File: src/mem_pkg.sv
// Definitions for the SRAM subordinate behind the mux.
// Opcode and response register state, used by the memory and its model.
`default_nettype none

package mem_pkg;

  // access kind, taken straight from the we bit
  typedef enum logic {
    MEM_READ  = 1'b0,
    MEM_WRITE = 1'b1
  } mem_op_e;

  // one-entry response register
  typedef enum logic {
    RSP_IDLE  = 1'b0,
    RSP_VALID = 1'b1
  } mem_rsp_state_e;

endpackage

`default_nettype wire

File: src/obi_pkg.sv
// OBI bus definitions shared by every port of the mux subsystem.
// Widths and the A and R channel structs; referenced by scoped name.
`default_nettype none

package obi_pkg;

  // byte address and data widths
  localparam int unsigned ObiAddrWidth = 32;
  localparam int unsigned ObiDataWidth = 32;

  // id on a subordinate port
  localparam int unsigned ObiSbrIdWidth = 2;
  // widened id on the manager side, room for 2 index bits above the port id
  localparam int unsigned ObiMaxIdWidth = 4;

  // request channel
  typedef struct packed {
    logic [ObiAddrWidth-1:0]   addr;
    logic                      we;
    logic [ObiDataWidth/8-1:0] be;
    logic [ObiDataWidth-1:0]   wdata;
    // subordinate ports only fill the low ObiSbrIdWidth bits
    logic [ObiMaxIdWidth-1:0]  aid;
  } obi_a_chan_t;

  // response channel
  typedef struct packed {
    logic [ObiDataWidth-1:0]  rdata;
    logic [ObiMaxIdWidth-1:0] rid;
    logic                     err;
  } obi_r_chan_t;

endpackage

`default_nettype wire
File: src/obi_if.sv
// OBI bus bundle between the mux and the memory, and on each mux input.
// The mgr side issues requests, the sbr side grants and responds.
`timescale 1ns/10ps
`default_nettype none

interface obi_if;

  // A channel, req/gnt handshake
  logic                  req;
  logic                  gnt;
  obi_pkg::obi_a_chan_t  a;

  // R channel, rvalid/rready handshake
  logic                  rvalid;
  logic                  rready;
  obi_pkg::obi_r_chan_t  r;

  // requesting side
  modport mgr (
    output req,
    output a,
    output rready,
    input  gnt,
    input  rvalid,
    input  r
  );

  // responding side
  modport sbr (
    input  req,
    input  a,
    input  rready,
    output gnt,
    output rvalid,
    output r
  );

endinterface

`default_nettype wire

File: src/obi_mux_top.sv
// Top level of the OBI mux subsystem with flattened per-port signals.
// Each port group drives one mux input; the mux output feeds the SRAM.
`timescale 1ns/10ps
`default_nettype none

module obi_mux_top #(
  parameter int unsigned NumSbrPorts = 3,
  parameter int unsigned NumMaxTrans = 4,
  parameter int unsigned MemWords    = 64
) (
  input  wire logic clk_i,
  input  wire logic rst_i,
  input  wire logic [NumSbrPorts-1:0]                               req_i,
  input  wire logic [NumSbrPorts-1:0][obi_pkg::ObiAddrWidth-1:0]    addr_i,
  input  wire logic [NumSbrPorts-1:0]                               we_i,
  input  wire logic [NumSbrPorts-1:0][obi_pkg::ObiDataWidth/8-1:0]  be_i,
  input  wire logic [NumSbrPorts-1:0][obi_pkg::ObiDataWidth-1:0]    wdata_i,
  input  wire logic [NumSbrPorts-1:0][obi_pkg::ObiSbrIdWidth-1:0]   aid_i,
  output      logic [NumSbrPorts-1:0]                               gnt_o,
  output      logic [NumSbrPorts-1:0]                               rvalid_o,
  input  wire logic [NumSbrPorts-1:0]                               rready_i,
  output      logic [NumSbrPorts-1:0][obi_pkg::ObiDataWidth-1:0]    rdata_o,
  output      logic [NumSbrPorts-1:0][obi_pkg::ObiSbrIdWidth-1:0]   rid_o,
  output      logic [NumSbrPorts-1:0]                               err_o
);

  localparam int unsigned IdPad = obi_pkg::ObiMaxIdWidth - obi_pkg::ObiSbrIdWidth;

  obi_if sbr_bus [NumSbrPorts] ();
  obi_if mem_bus ();

  // flat ports to and from the bus bundles
  for (genvar i = 0; i < NumSbrPorts; i++) begin : gen_port
    assign sbr_bus[i].req     = req_i[i];
    assign sbr_bus[i].a.addr  = addr_i[i];
    assign sbr_bus[i].a.we    = we_i[i];
    assign sbr_bus[i].a.be    = be_i[i];
    assign sbr_bus[i].a.wdata = wdata_i[i];
    // upper id bits belong to the mux
    assign sbr_bus[i].a.aid   = {{IdPad{1'b0}}, aid_i[i]};
    assign sbr_bus[i].rready  = rready_i[i];

    assign gnt_o[i]    = sbr_bus[i].gnt;
    assign rvalid_o[i] = sbr_bus[i].rvalid;
    assign rdata_o[i]  = sbr_bus[i].r.rdata;
    assign rid_o[i]    = sbr_bus[i].r.rid[obi_pkg::ObiSbrIdWidth-1:0];
    assign err_o[i]    = sbr_bus[i].r.err;
  end

  obi_mux #(
    .NumSbrPorts(NumSbrPorts),
    .NumMaxTrans(NumMaxTrans)
  ) i_mux (
    .clk_i    (clk_i),
    .rst_i    (rst_i),
    .sbr_ports(sbr_bus),
    .mgr_port (mem_bus)
  );

  obi_sram #(
    .MemWords(MemWords)
  ) i_sram (
    .clk_i(clk_i),
    .rst_i(rst_i),
    .bus  (mem_bus)
  );

endmodule

`default_nettype wire

File: src/obi_sram.sv
// Word-addressed SRAM as an OBI subordinate.
// One-entry response register; addresses past MemWords return err and zero
// data, and do not write.
`timescale 1ns/10ps
`default_nettype none

module obi_sram #(
  parameter int unsigned MemWords = 64
) (
  input wire logic clk_i,
  input wire logic rst_i,
  obi_if.sbr       bus
);

  localparam int unsigned MemIdxWidth = (MemWords > 1) ? $clog2(MemWords) : 1;
  localparam int unsigned WordLsb     = $clog2(obi_pkg::ObiDataWidth / 8);
  localparam int unsigned NumBytes    = obi_pkg::ObiDataWidth / 8;

  logic [obi_pkg::ObiDataWidth-1:0]         mem_q [MemWords];
  mem_pkg::mem_rsp_state_e                  rsp_state_q;
  obi_pkg::obi_r_chan_t                     rsp_q;

  logic [obi_pkg::ObiAddrWidth-WordLsb-1:0] word_idx;
  logic [MemIdxWidth-1:0]                   mem_idx;
  logic                                     in_range;
  logic                                     accept;
  mem_pkg::mem_op_e                         op;

  // byte address to word index
  assign word_idx = bus.a.addr[obi_pkg::ObiAddrWidth-1:WordLsb];
  assign in_range = (word_idx < MemWords);
  assign mem_idx  = word_idx[MemIdxWidth-1:0];
  assign op       = mem_pkg::mem_op_e'(bus.a.we);

  // free slot or the held response leaves this cycle
  assign bus.gnt = (rsp_state_q == mem_pkg::RSP_IDLE) || bus.rready;
  assign accept  = bus.req && bus.gnt;

  assign bus.rvalid = (rsp_state_q == mem_pkg::RSP_VALID);
  assign bus.r      = rsp_q;

  always_ff @(posedge clk_i) begin
    if (rst_i) begin
      rsp_state_q <= mem_pkg::RSP_IDLE;
    end else if (accept) begin
      rsp_state_q <= mem_pkg::RSP_VALID;
    end else if (bus.rready) begin
      rsp_state_q <= mem_pkg::RSP_IDLE;
    end
  end

  // response payload
  always_ff @(posedge clk_i) begin
    if (accept) begin
      rsp_q.rid <= bus.a.aid;
      rsp_q.err <= !in_range;
      // writes and errors return zero data
      if (in_range && op == mem_pkg::MEM_READ) begin
        rsp_q.rdata <= mem_q[mem_idx];
      end else begin
        rsp_q.rdata <= '0;
      end
    end
  end

  // byte-enabled write
  always_ff @(posedge clk_i) begin
    if (accept && in_range && op == mem_pkg::MEM_WRITE) begin
      for (int b = 0; b < NumBytes; b++) begin
        if (bus.a.be[b]) begin
          mem_q[mem_idx][8*b +: 8] <= bus.a.wdata[8*b +: 8];
        end
      end
    end
  end

endmodule

`default_nettype wire

File: src/obi_mux.sv
// OBI multiplexer, several subordinate ports onto one manager port.
// Round-robin arbitration on the A channel, the port index is placed above
// the port id, and responses are routed back in order through a FIFO.
`timescale 1ns/10ps
`default_nettype none

module obi_mux #(
  parameter int unsigned NumSbrPorts = 3,
  parameter int unsigned NumMaxTrans = 4
) (
  input wire logic clk_i,
  input wire logic rst_i,
  obi_if.sbr       sbr_ports [NumSbrPorts],
  obi_if.mgr       mgr_port
);

  localparam int unsigned IdxWidth = $clog2(NumSbrPorts);
  localparam int unsigned SbrIdW   = obi_pkg::ObiSbrIdWidth;

  if (NumSbrPorts < 2 || NumSbrPorts > 4) begin : gen_num_ports_err
    $fatal(1, "obi_mux: NumSbrPorts must be between 2 and 4");
  end

  logic [NumSbrPorts-1:0] sbr_req;
  logic [NumSbrPorts-1:0] sbr_gnt;
  logic [NumSbrPorts-1:0] sbr_rready;
  obi_pkg::obi_a_chan_t   sbr_a [NumSbrPorts];
  obi_pkg::obi_r_chan_t   rsp_r;

  logic                   arb_req;
  logic [IdxWidth-1:0]    sel_idx;
  logic [IdxWidth-1:0]    head_idx;
  logic                   fifo_full;
  logic                   fifo_empty;
  logic                   fifo_push;
  logic                   fifo_pop;

  // unpack the port array
  for (genvar i = 0; i < NumSbrPorts; i++) begin : gen_sbr_ports
    assign sbr_req[i]            = sbr_ports[i].req;
    assign sbr_a[i]              = sbr_ports[i].a;
    assign sbr_rready[i]         = sbr_ports[i].rready;
    assign sbr_ports[i].gnt      = sbr_gnt[i];
    // only the FIFO head owner sees the response
    assign sbr_ports[i].rvalid   = mgr_port.rvalid && (head_idx == IdxWidth'(i));
    assign sbr_ports[i].r        = rsp_r;
  end

  obi_rr_arbiter #(
    .NumSbrPorts(NumSbrPorts)
  ) i_arb (
    .clk_i(clk_i),
    .rst_i(rst_i),
    .req_i(sbr_req),
    .gnt_i(mgr_port.gnt && !fifo_full),
    .gnt_o(sbr_gnt),
    .req_o(arb_req),
    .idx_o(sel_idx)
  );

  // no new request while the outstanding limit is reached
  assign mgr_port.req = arb_req && !fifo_full;

  // forward the winner, widened id = {port index, port id}
  always_comb begin
    mgr_port.a                              = sbr_a[sel_idx];
    mgr_port.a.aid                          = '0;
    mgr_port.a.aid[SbrIdW +: IdxWidth]      = sel_idx;
    mgr_port.a.aid[SbrIdW-1:0]              = sbr_a[sel_idx].aid[SbrIdW-1:0];
  end

  assign fifo_push = mgr_port.req && mgr_port.gnt;
  assign fifo_pop  = mgr_port.rvalid && mgr_port.rready;

  obi_id_fifo #(
    .NumMaxTrans(NumMaxTrans),
    .IdxWidth   (IdxWidth)
  ) i_id_fifo (
    .clk_i  (clk_i),
    .rst_i  (rst_i),
    .push_i (fifo_push),
    .idx_i  (sel_idx),
    .pop_i  (fifo_pop),
    .idx_o  (head_idx),
    .full_o (fifo_full),
    .empty_o(fifo_empty)
  );

  // rready from the owner of the oldest transaction
  assign mgr_port.rready = !fifo_empty && sbr_rready[head_idx];

  // strip index bits on the way back
  always_comb begin
    rsp_r                  = mgr_port.r;
    rsp_r.rid              = '0;
    rsp_r.rid[SbrIdW-1:0]  = mgr_port.r.rid[SbrIdW-1:0];
  end

  // returned index must match the in-order routing
  a_rid_matches_head: assert property (@(posedge clk_i) disable iff (rst_i)
    mgr_port.rvalid |-> (mgr_port.r.rid[SbrIdW +: IdxWidth] == head_idx));

endmodule

`default_nettype wire

File: src/obi_id_fifo.sv
// In-order FIFO of granted port indices inside the OBI mux.
// Head gives the port owning the next response; depth caps outstanding
// transactions.
`timescale 1ns/10ps
`default_nettype none

module obi_id_fifo #(
  parameter int unsigned NumMaxTrans = 4,
  parameter int unsigned IdxWidth    = 2
) (
  input  wire logic                clk_i,
  input  wire logic                rst_i,
  input  wire logic                push_i,
  input  wire logic [IdxWidth-1:0] idx_i,
  input  wire logic                pop_i,
  output      logic [IdxWidth-1:0] idx_o,
  output      logic                full_o,
  output      logic                empty_o
);

  localparam int unsigned PtrWidth = (NumMaxTrans > 1) ? $clog2(NumMaxTrans) : 1;
  localparam int unsigned CntWidth = $clog2(NumMaxTrans + 1);

  logic [IdxWidth-1:0] mem_q [NumMaxTrans];
  logic [PtrWidth-1:0] wr_ptr_q;
  logic [PtrWidth-1:0] rd_ptr_q;
  logic [CntWidth-1:0] cnt_q;

  // wrap at the depth, which need not be a power of two
  function automatic logic [PtrWidth-1:0] ptr_next(input logic [PtrWidth-1:0] p);
    return (p == PtrWidth'(NumMaxTrans - 1)) ? '0 : p + 1'b1;
  endfunction

  assign idx_o   = mem_q[rd_ptr_q];
  assign full_o  = (cnt_q == CntWidth'(NumMaxTrans));
  assign empty_o = (cnt_q == '0);

  // storage
  always_ff @(posedge clk_i) begin
    if (push_i) begin
      mem_q[wr_ptr_q] <= idx_i;
    end
  end

  always_ff @(posedge clk_i) begin
    if (rst_i) begin
      wr_ptr_q <= '0;
      rd_ptr_q <= '0;
      cnt_q    <= '0;
    end else begin
      if (push_i) begin
        wr_ptr_q <= ptr_next(wr_ptr_q);
      end
      if (pop_i) begin
        rd_ptr_q <= ptr_next(rd_ptr_q);
      end
      // fill level, simultaneous push and pop cancel
      case ({push_i, pop_i})
        2'b10:   cnt_q <= cnt_q + 1'b1;
        2'b01:   cnt_q <= cnt_q - 1'b1;
        default: cnt_q <= cnt_q;
      endcase
    end
  end

  a_no_overflow: assert property (@(posedge clk_i) disable iff (rst_i) push_i |-> !full_o);
  a_no_underflow: assert property (@(posedge clk_i) disable iff (rst_i) pop_i |-> !empty_o);

endmodule

`default_nettype wire

File: src/obi_rr_arbiter.sv
// Round-robin arbiter with lock-in for the OBI mux.
// Grant is combinational from the request vector; the pointer and lock
// update on the clock edge after each offered or accepted request.
`timescale 1ns/10ps
`default_nettype none

module obi_rr_arbiter #(
  parameter int unsigned NumSbrPorts = 3
) (
  input  wire logic                           clk_i,
  input  wire logic                           rst_i,
  input  wire logic [NumSbrPorts-1:0]         req_i,
  input  wire logic                           gnt_i,
  output      logic [NumSbrPorts-1:0]         gnt_o,
  output      logic                           req_o,
  output      logic [$clog2(NumSbrPorts)-1:0] idx_o
);

  localparam int unsigned IdxWidth = $clog2(NumSbrPorts);

  logic [IdxWidth-1:0] ptr_q;
  logic [IdxWidth-1:0] lock_idx_q;
  logic                lock_q;
  logic [IdxWidth-1:0] sel_idx;

  // first requester at or after the pointer, unless locked
  always_comb begin : proc_select
    logic        found;
    int unsigned cand;
    found   = 1'b0;
    sel_idx = ptr_q;
    for (int unsigned k = 0; k < NumSbrPorts; k++) begin
      cand = (ptr_q + k) % NumSbrPorts;
      if (!found && req_i[cand]) begin
        found   = 1'b1;
        sel_idx = IdxWidth'(cand);
      end
    end
    // offered request stays selected until granted
    if (lock_q) begin
      sel_idx = lock_idx_q;
    end
  end

  assign req_o = lock_q ? req_i[lock_idx_q] : |req_i;
  assign idx_o = sel_idx;

  always_comb begin
    gnt_o          = '0;
    gnt_o[sel_idx] = req_o & gnt_i;
  end

  always_ff @(posedge clk_i) begin
    if (rst_i) begin
      ptr_q      <= '0;
      lock_q     <= 1'b0;
      lock_idx_q <= '0;
    end else if (req_o && gnt_i) begin
      // accepted, move past the winner
      lock_q <= 1'b0;
      ptr_q  <= (sel_idx == NumSbrPorts - 1) ? '0 : sel_idx + 1'b1;
    end else if (req_o) begin
      // offered but stalled downstream
      lock_q     <= 1'b1;
      lock_idx_q <= sel_idx;
    end
  end

  // at most one input granted
  a_gnt_onehot: assert property (@(posedge clk_i) disable iff (rst_i) $onehot0(gnt_o));

  // upstream must not withdraw a request that was already offered
  a_lock_held: assert property (@(posedge clk_i) disable iff (rst_i)
    lock_q |-> req_i[lock_idx_q]);

endmodule

`default_nettype wire

File: config.mk
export PLATFORM = sky130hd
export DESIGN_NAME = obi_mux_top
export DESIGN_NICKNAME = d
export VERILOG_FILES = /design/src/mem_pkg.sv /design/src/obi_pkg.sv /design/src/obi_if.sv /design/src/obi_mux_top.sv /design/src/obi_sram.sv /design/src/obi_mux.sv /design/src/obi_id_fifo.sv /design/src/obi_rr_arbiter.sv
export SDC_FILE = /design/constraint.sdc
export NUM_CORES = 2
export LEC_CHECK = 0
export ABC_AREA = 1
export BUFFER_PORTS_ARGS = -buffer_cell sky130_fd_sc_hd__buf_2
export CAP_MARGIN = 20
export CORE_MARGIN = 2
export CORE_UTILIZATION = 25
export DETAILED_ROUTE_END_ITERATION = 7
export PLACE_DENSITY = 0.44
export SLEW_MARGIN = 30
export SYNTH_ARGS = -nofsm -noshare
export SYNTH_HDL_FRONTEND = slang
export SYNTH_SLANG_ARGS = --single-unit
File: constraint.sdc
create_clock -name clk_i -period 11 [get_ports clk_i]
set_input_delay 2.2 -clock clk_i [delete_from_list [all_inputs] [get_ports clk_i]]
set_output_delay 2.2 -clock clk_i [all_outputs]
set_load 0.05 [all_outputs]
==> flow_metrics.tcl <==
set metrics [dict create \
    root_buffer "clkbuf_16" \
    slew_violations 0 \
    syn-num-nets 9249 \
    die_h_um 614.4 \
    clk_pin_slew_ns 0.05 \
    grt.overflow.total 0 \
    final-setup-viol-count 0 \
    routed_wl_um 290200 \
    tightestPinTransition_ns 1.058 \
    grt_util_all_layers_pct 14.99 \
    synth.top_cell.area_share_pct 67.40 \
    dp.cells 13900 \
    num_rows 224 \
    synth_edf_count 2091 \
    antenna_found_initial 20 \
    syn_inst 9017 \
    postCtsSetupRepairBufs 0 \
    avgViaCountPerCell 4.255 \
    pin_count 332 \
    fmax_mhz 143.6 \
    final_cells 14310 \
    drtPass1Iterations 6 \
    required_ns 11.50 \
    place_congestion 0.8288 \
    grt_pass1_wl_um 416900 \
    synth_cell_types 44 \
    ant_nets 0 \
    outcome "complete, no violations" \
    avgSynthCellArea_um2 10.33 \
    via_count 60890 \
    tns_ns 0 \
    ys.flop_type "edfxtp_1" \
    hold_buffers 0 \
    setup.worst_path.class "in2reg" \
    insertion_delay_ns 0.89 \
    nets 9387 \
    synth.area.top_cells "edfxtp_1 (67%), nand2_1 (9.8%), inv_1 (6.3%)" \
    grt_pass1_vias 59010 \
    cts_buffers 227 \
    port_buffers 325 \
    drv_cap 0 \
    endpoint_kind "flip-flop" \
    dpl.hpwl_um 172300 \
    cts_tree "built" \
    die_w_um 614.4 \
    rsz0062_at_grt "no" \
    synth_warnings 0 \
    maxSlewHeadroom_pct 29.31 \
    finClkSkew_ns 0.03742 \
    synth_area_um2 93160 \
    drtIter0Drc 4684 \
    arrival_ns 7.46 \
    yosysTopAreaCell "edfxtp_1" \
    min_period_ns 6.963 \
    drc 0 \
    cts_sinks 2106 \
    cts_max_level 4 \
    max-clock-path-buffers 4 \
    period_share_pct 63.30 \
    core_um2 371600 \
    min_path_type "reg2reg" \
    hold_viol_final 0 \
    cts_resized 0 \
    area_growth_pct 14.52 \
    yosys-top-cells-count "nand2_1 (2,424), edfxtp_1 (2,091), inv_1 (1,575)" \
    drive_gt1_share_pct 10.37 \
    synthArstFlopShare_pct 0 \
    grt_start_max_net_pins 213 \
    start_kind "input pin" \
    crit_fanout 24 \
    synth.most_common_cell "nand2_1" \
    seq_area_frac_synth_pct 67.73 \
    avgRoutedWirePerCell_um 20.28 \
    synth_seq_cells 2106 \
    start_util_pct 25.07 \
    die_area_um2 377500 \
]
## worst max-delay path, stage by stage
cell and delay, ns:
buf_2 0.16, nand2_1 0.09, nand2_1 0.14, nand2_4 0.10
nand2_1 0.09, inv_2 0.04, nand2_1 0.06, nand2_2 0.08
nand2_1 0.10, nand2_4 0.14, nor2_4 0.48, buf_4 0.43
nand2_1 0.08, and3_1 0.27, inv_2 0.09, nand2_1 0.12
nor2_4 0.61, buf_4 0.49, nand2_1 0.76, nor2_1 0.89
## logic make-up (layout without fill, tap and decap cells)
family / Yosys count / in the layout / share of synthesized area [%]
other cells: 0 / 8 / 0
buf+inv: 2108 / 2423 / 9.250
flops: 2106 / 2106 / 67.73
simple gates: 4398 / 4398 / 20.60
fa+ha+maj: 11 / 11 / 0.1558
compound gates: 394 / 394 / 2.271
## sequential cells by signal (all words and copies together) (netlist names), named ones only
register                  cells
i_mux.i_arb.lock_idx_q        2
i_mux.i_id_fifo.wr_ptr_q      2
i_mux.i_id_fifo.cnt_q         3
i_mux.i_id_fifo.mem_q         8
i_sram.mem_q               2048
i_sram.bus.rvalid             1
i_sram.bus.r                 35
i_mux.i_id_fifo.rd_ptr_q      2
i_mux.i_arb.ptr_q             2
i_mux.i_arb.lock_q            1
## layer usage
metal  track usage, %  vias to the layer above  wire, um
li1                 -                    29420         -
met1            20.30                    29570    130200
met2            24.62                     1488    134600
met3            2.126                      416     15190
met4            4.878                        4     10100
met5                0                        -        37
## stage by stage
| stage | area, um2 | util, % | setup slack, ns | hold slack [ns] |
|---|---|---|---|---|
| global placement | 99480 | 26.77 | 3.075 | 0.4693 |
| detailed placement | 99590 | 26.80 | 3.110 | 0.4651 |
| CTS | 106500 | 28.67 | 4.054 | 0.4766 |
| floorplan | 93160 | - | 3.356 | 0.4380 |
| global route | 106700 | 28.70 | 3.729 | 0.4884 |
| finish | 106700 | 28.71 | 4.037 | 0.4761 |
## area by class of cell
class	count	area, um2
flip-flops and latches	2106	63090
multi-input cells	4803	21800
repair buffers	429	2621
clock inverters	125	1028
clock buffers	281	5926
inverters	1588	5978
well taps	4972	6221
diodes	8	20.02
fillers	38550	265000
## path summary, 6_finish.rpt
path | startpoint | end | slack (ns) | cells after the start
setup / recovery | req_i[2] | i_sram.mem_q[37][21] | 4.04 | 20
hold / removal | i_mux.i_arb.lock_idx_q[0] | i_mux.i_arb.lock_idx_q[0] | 0.48 | 2
setup reg to reg | i_mux.i_arb.ptr_q[0] | i_sram.mem_q[37][21] | 4.62 | 20
hold reg to reg | i_mux.i_arb.lock_idx_q[0] | i_mux.i_arb.lock_idx_q[0] | 0.48 | 2
## cell usage in the layout, fill, tap and decap left out, types with 15 or more instances in the layout
cell type	count
edfxtp_1	2091
nor4_1	15
nand3_1	987
o21ai_1	208
a21oi_1	42
buf_2	325
bufinv_16	17
dfxtp_1	15
nor2_1	504
clkbuf_1	52
clkbuf_16	229
a22oi_1	32
buf_4	86
clkinv_2	43
o21ai_0	93
nor2_2	45
inv_1	1575
nand2_1	2383
or2_1	21
nand2_2	45
or2_2	108
nand3b_1	257
clkinv_1	56
Power is not shown: default switching activity piles up to over one toggle a cycle in this logic, so the estimate is an artifact.
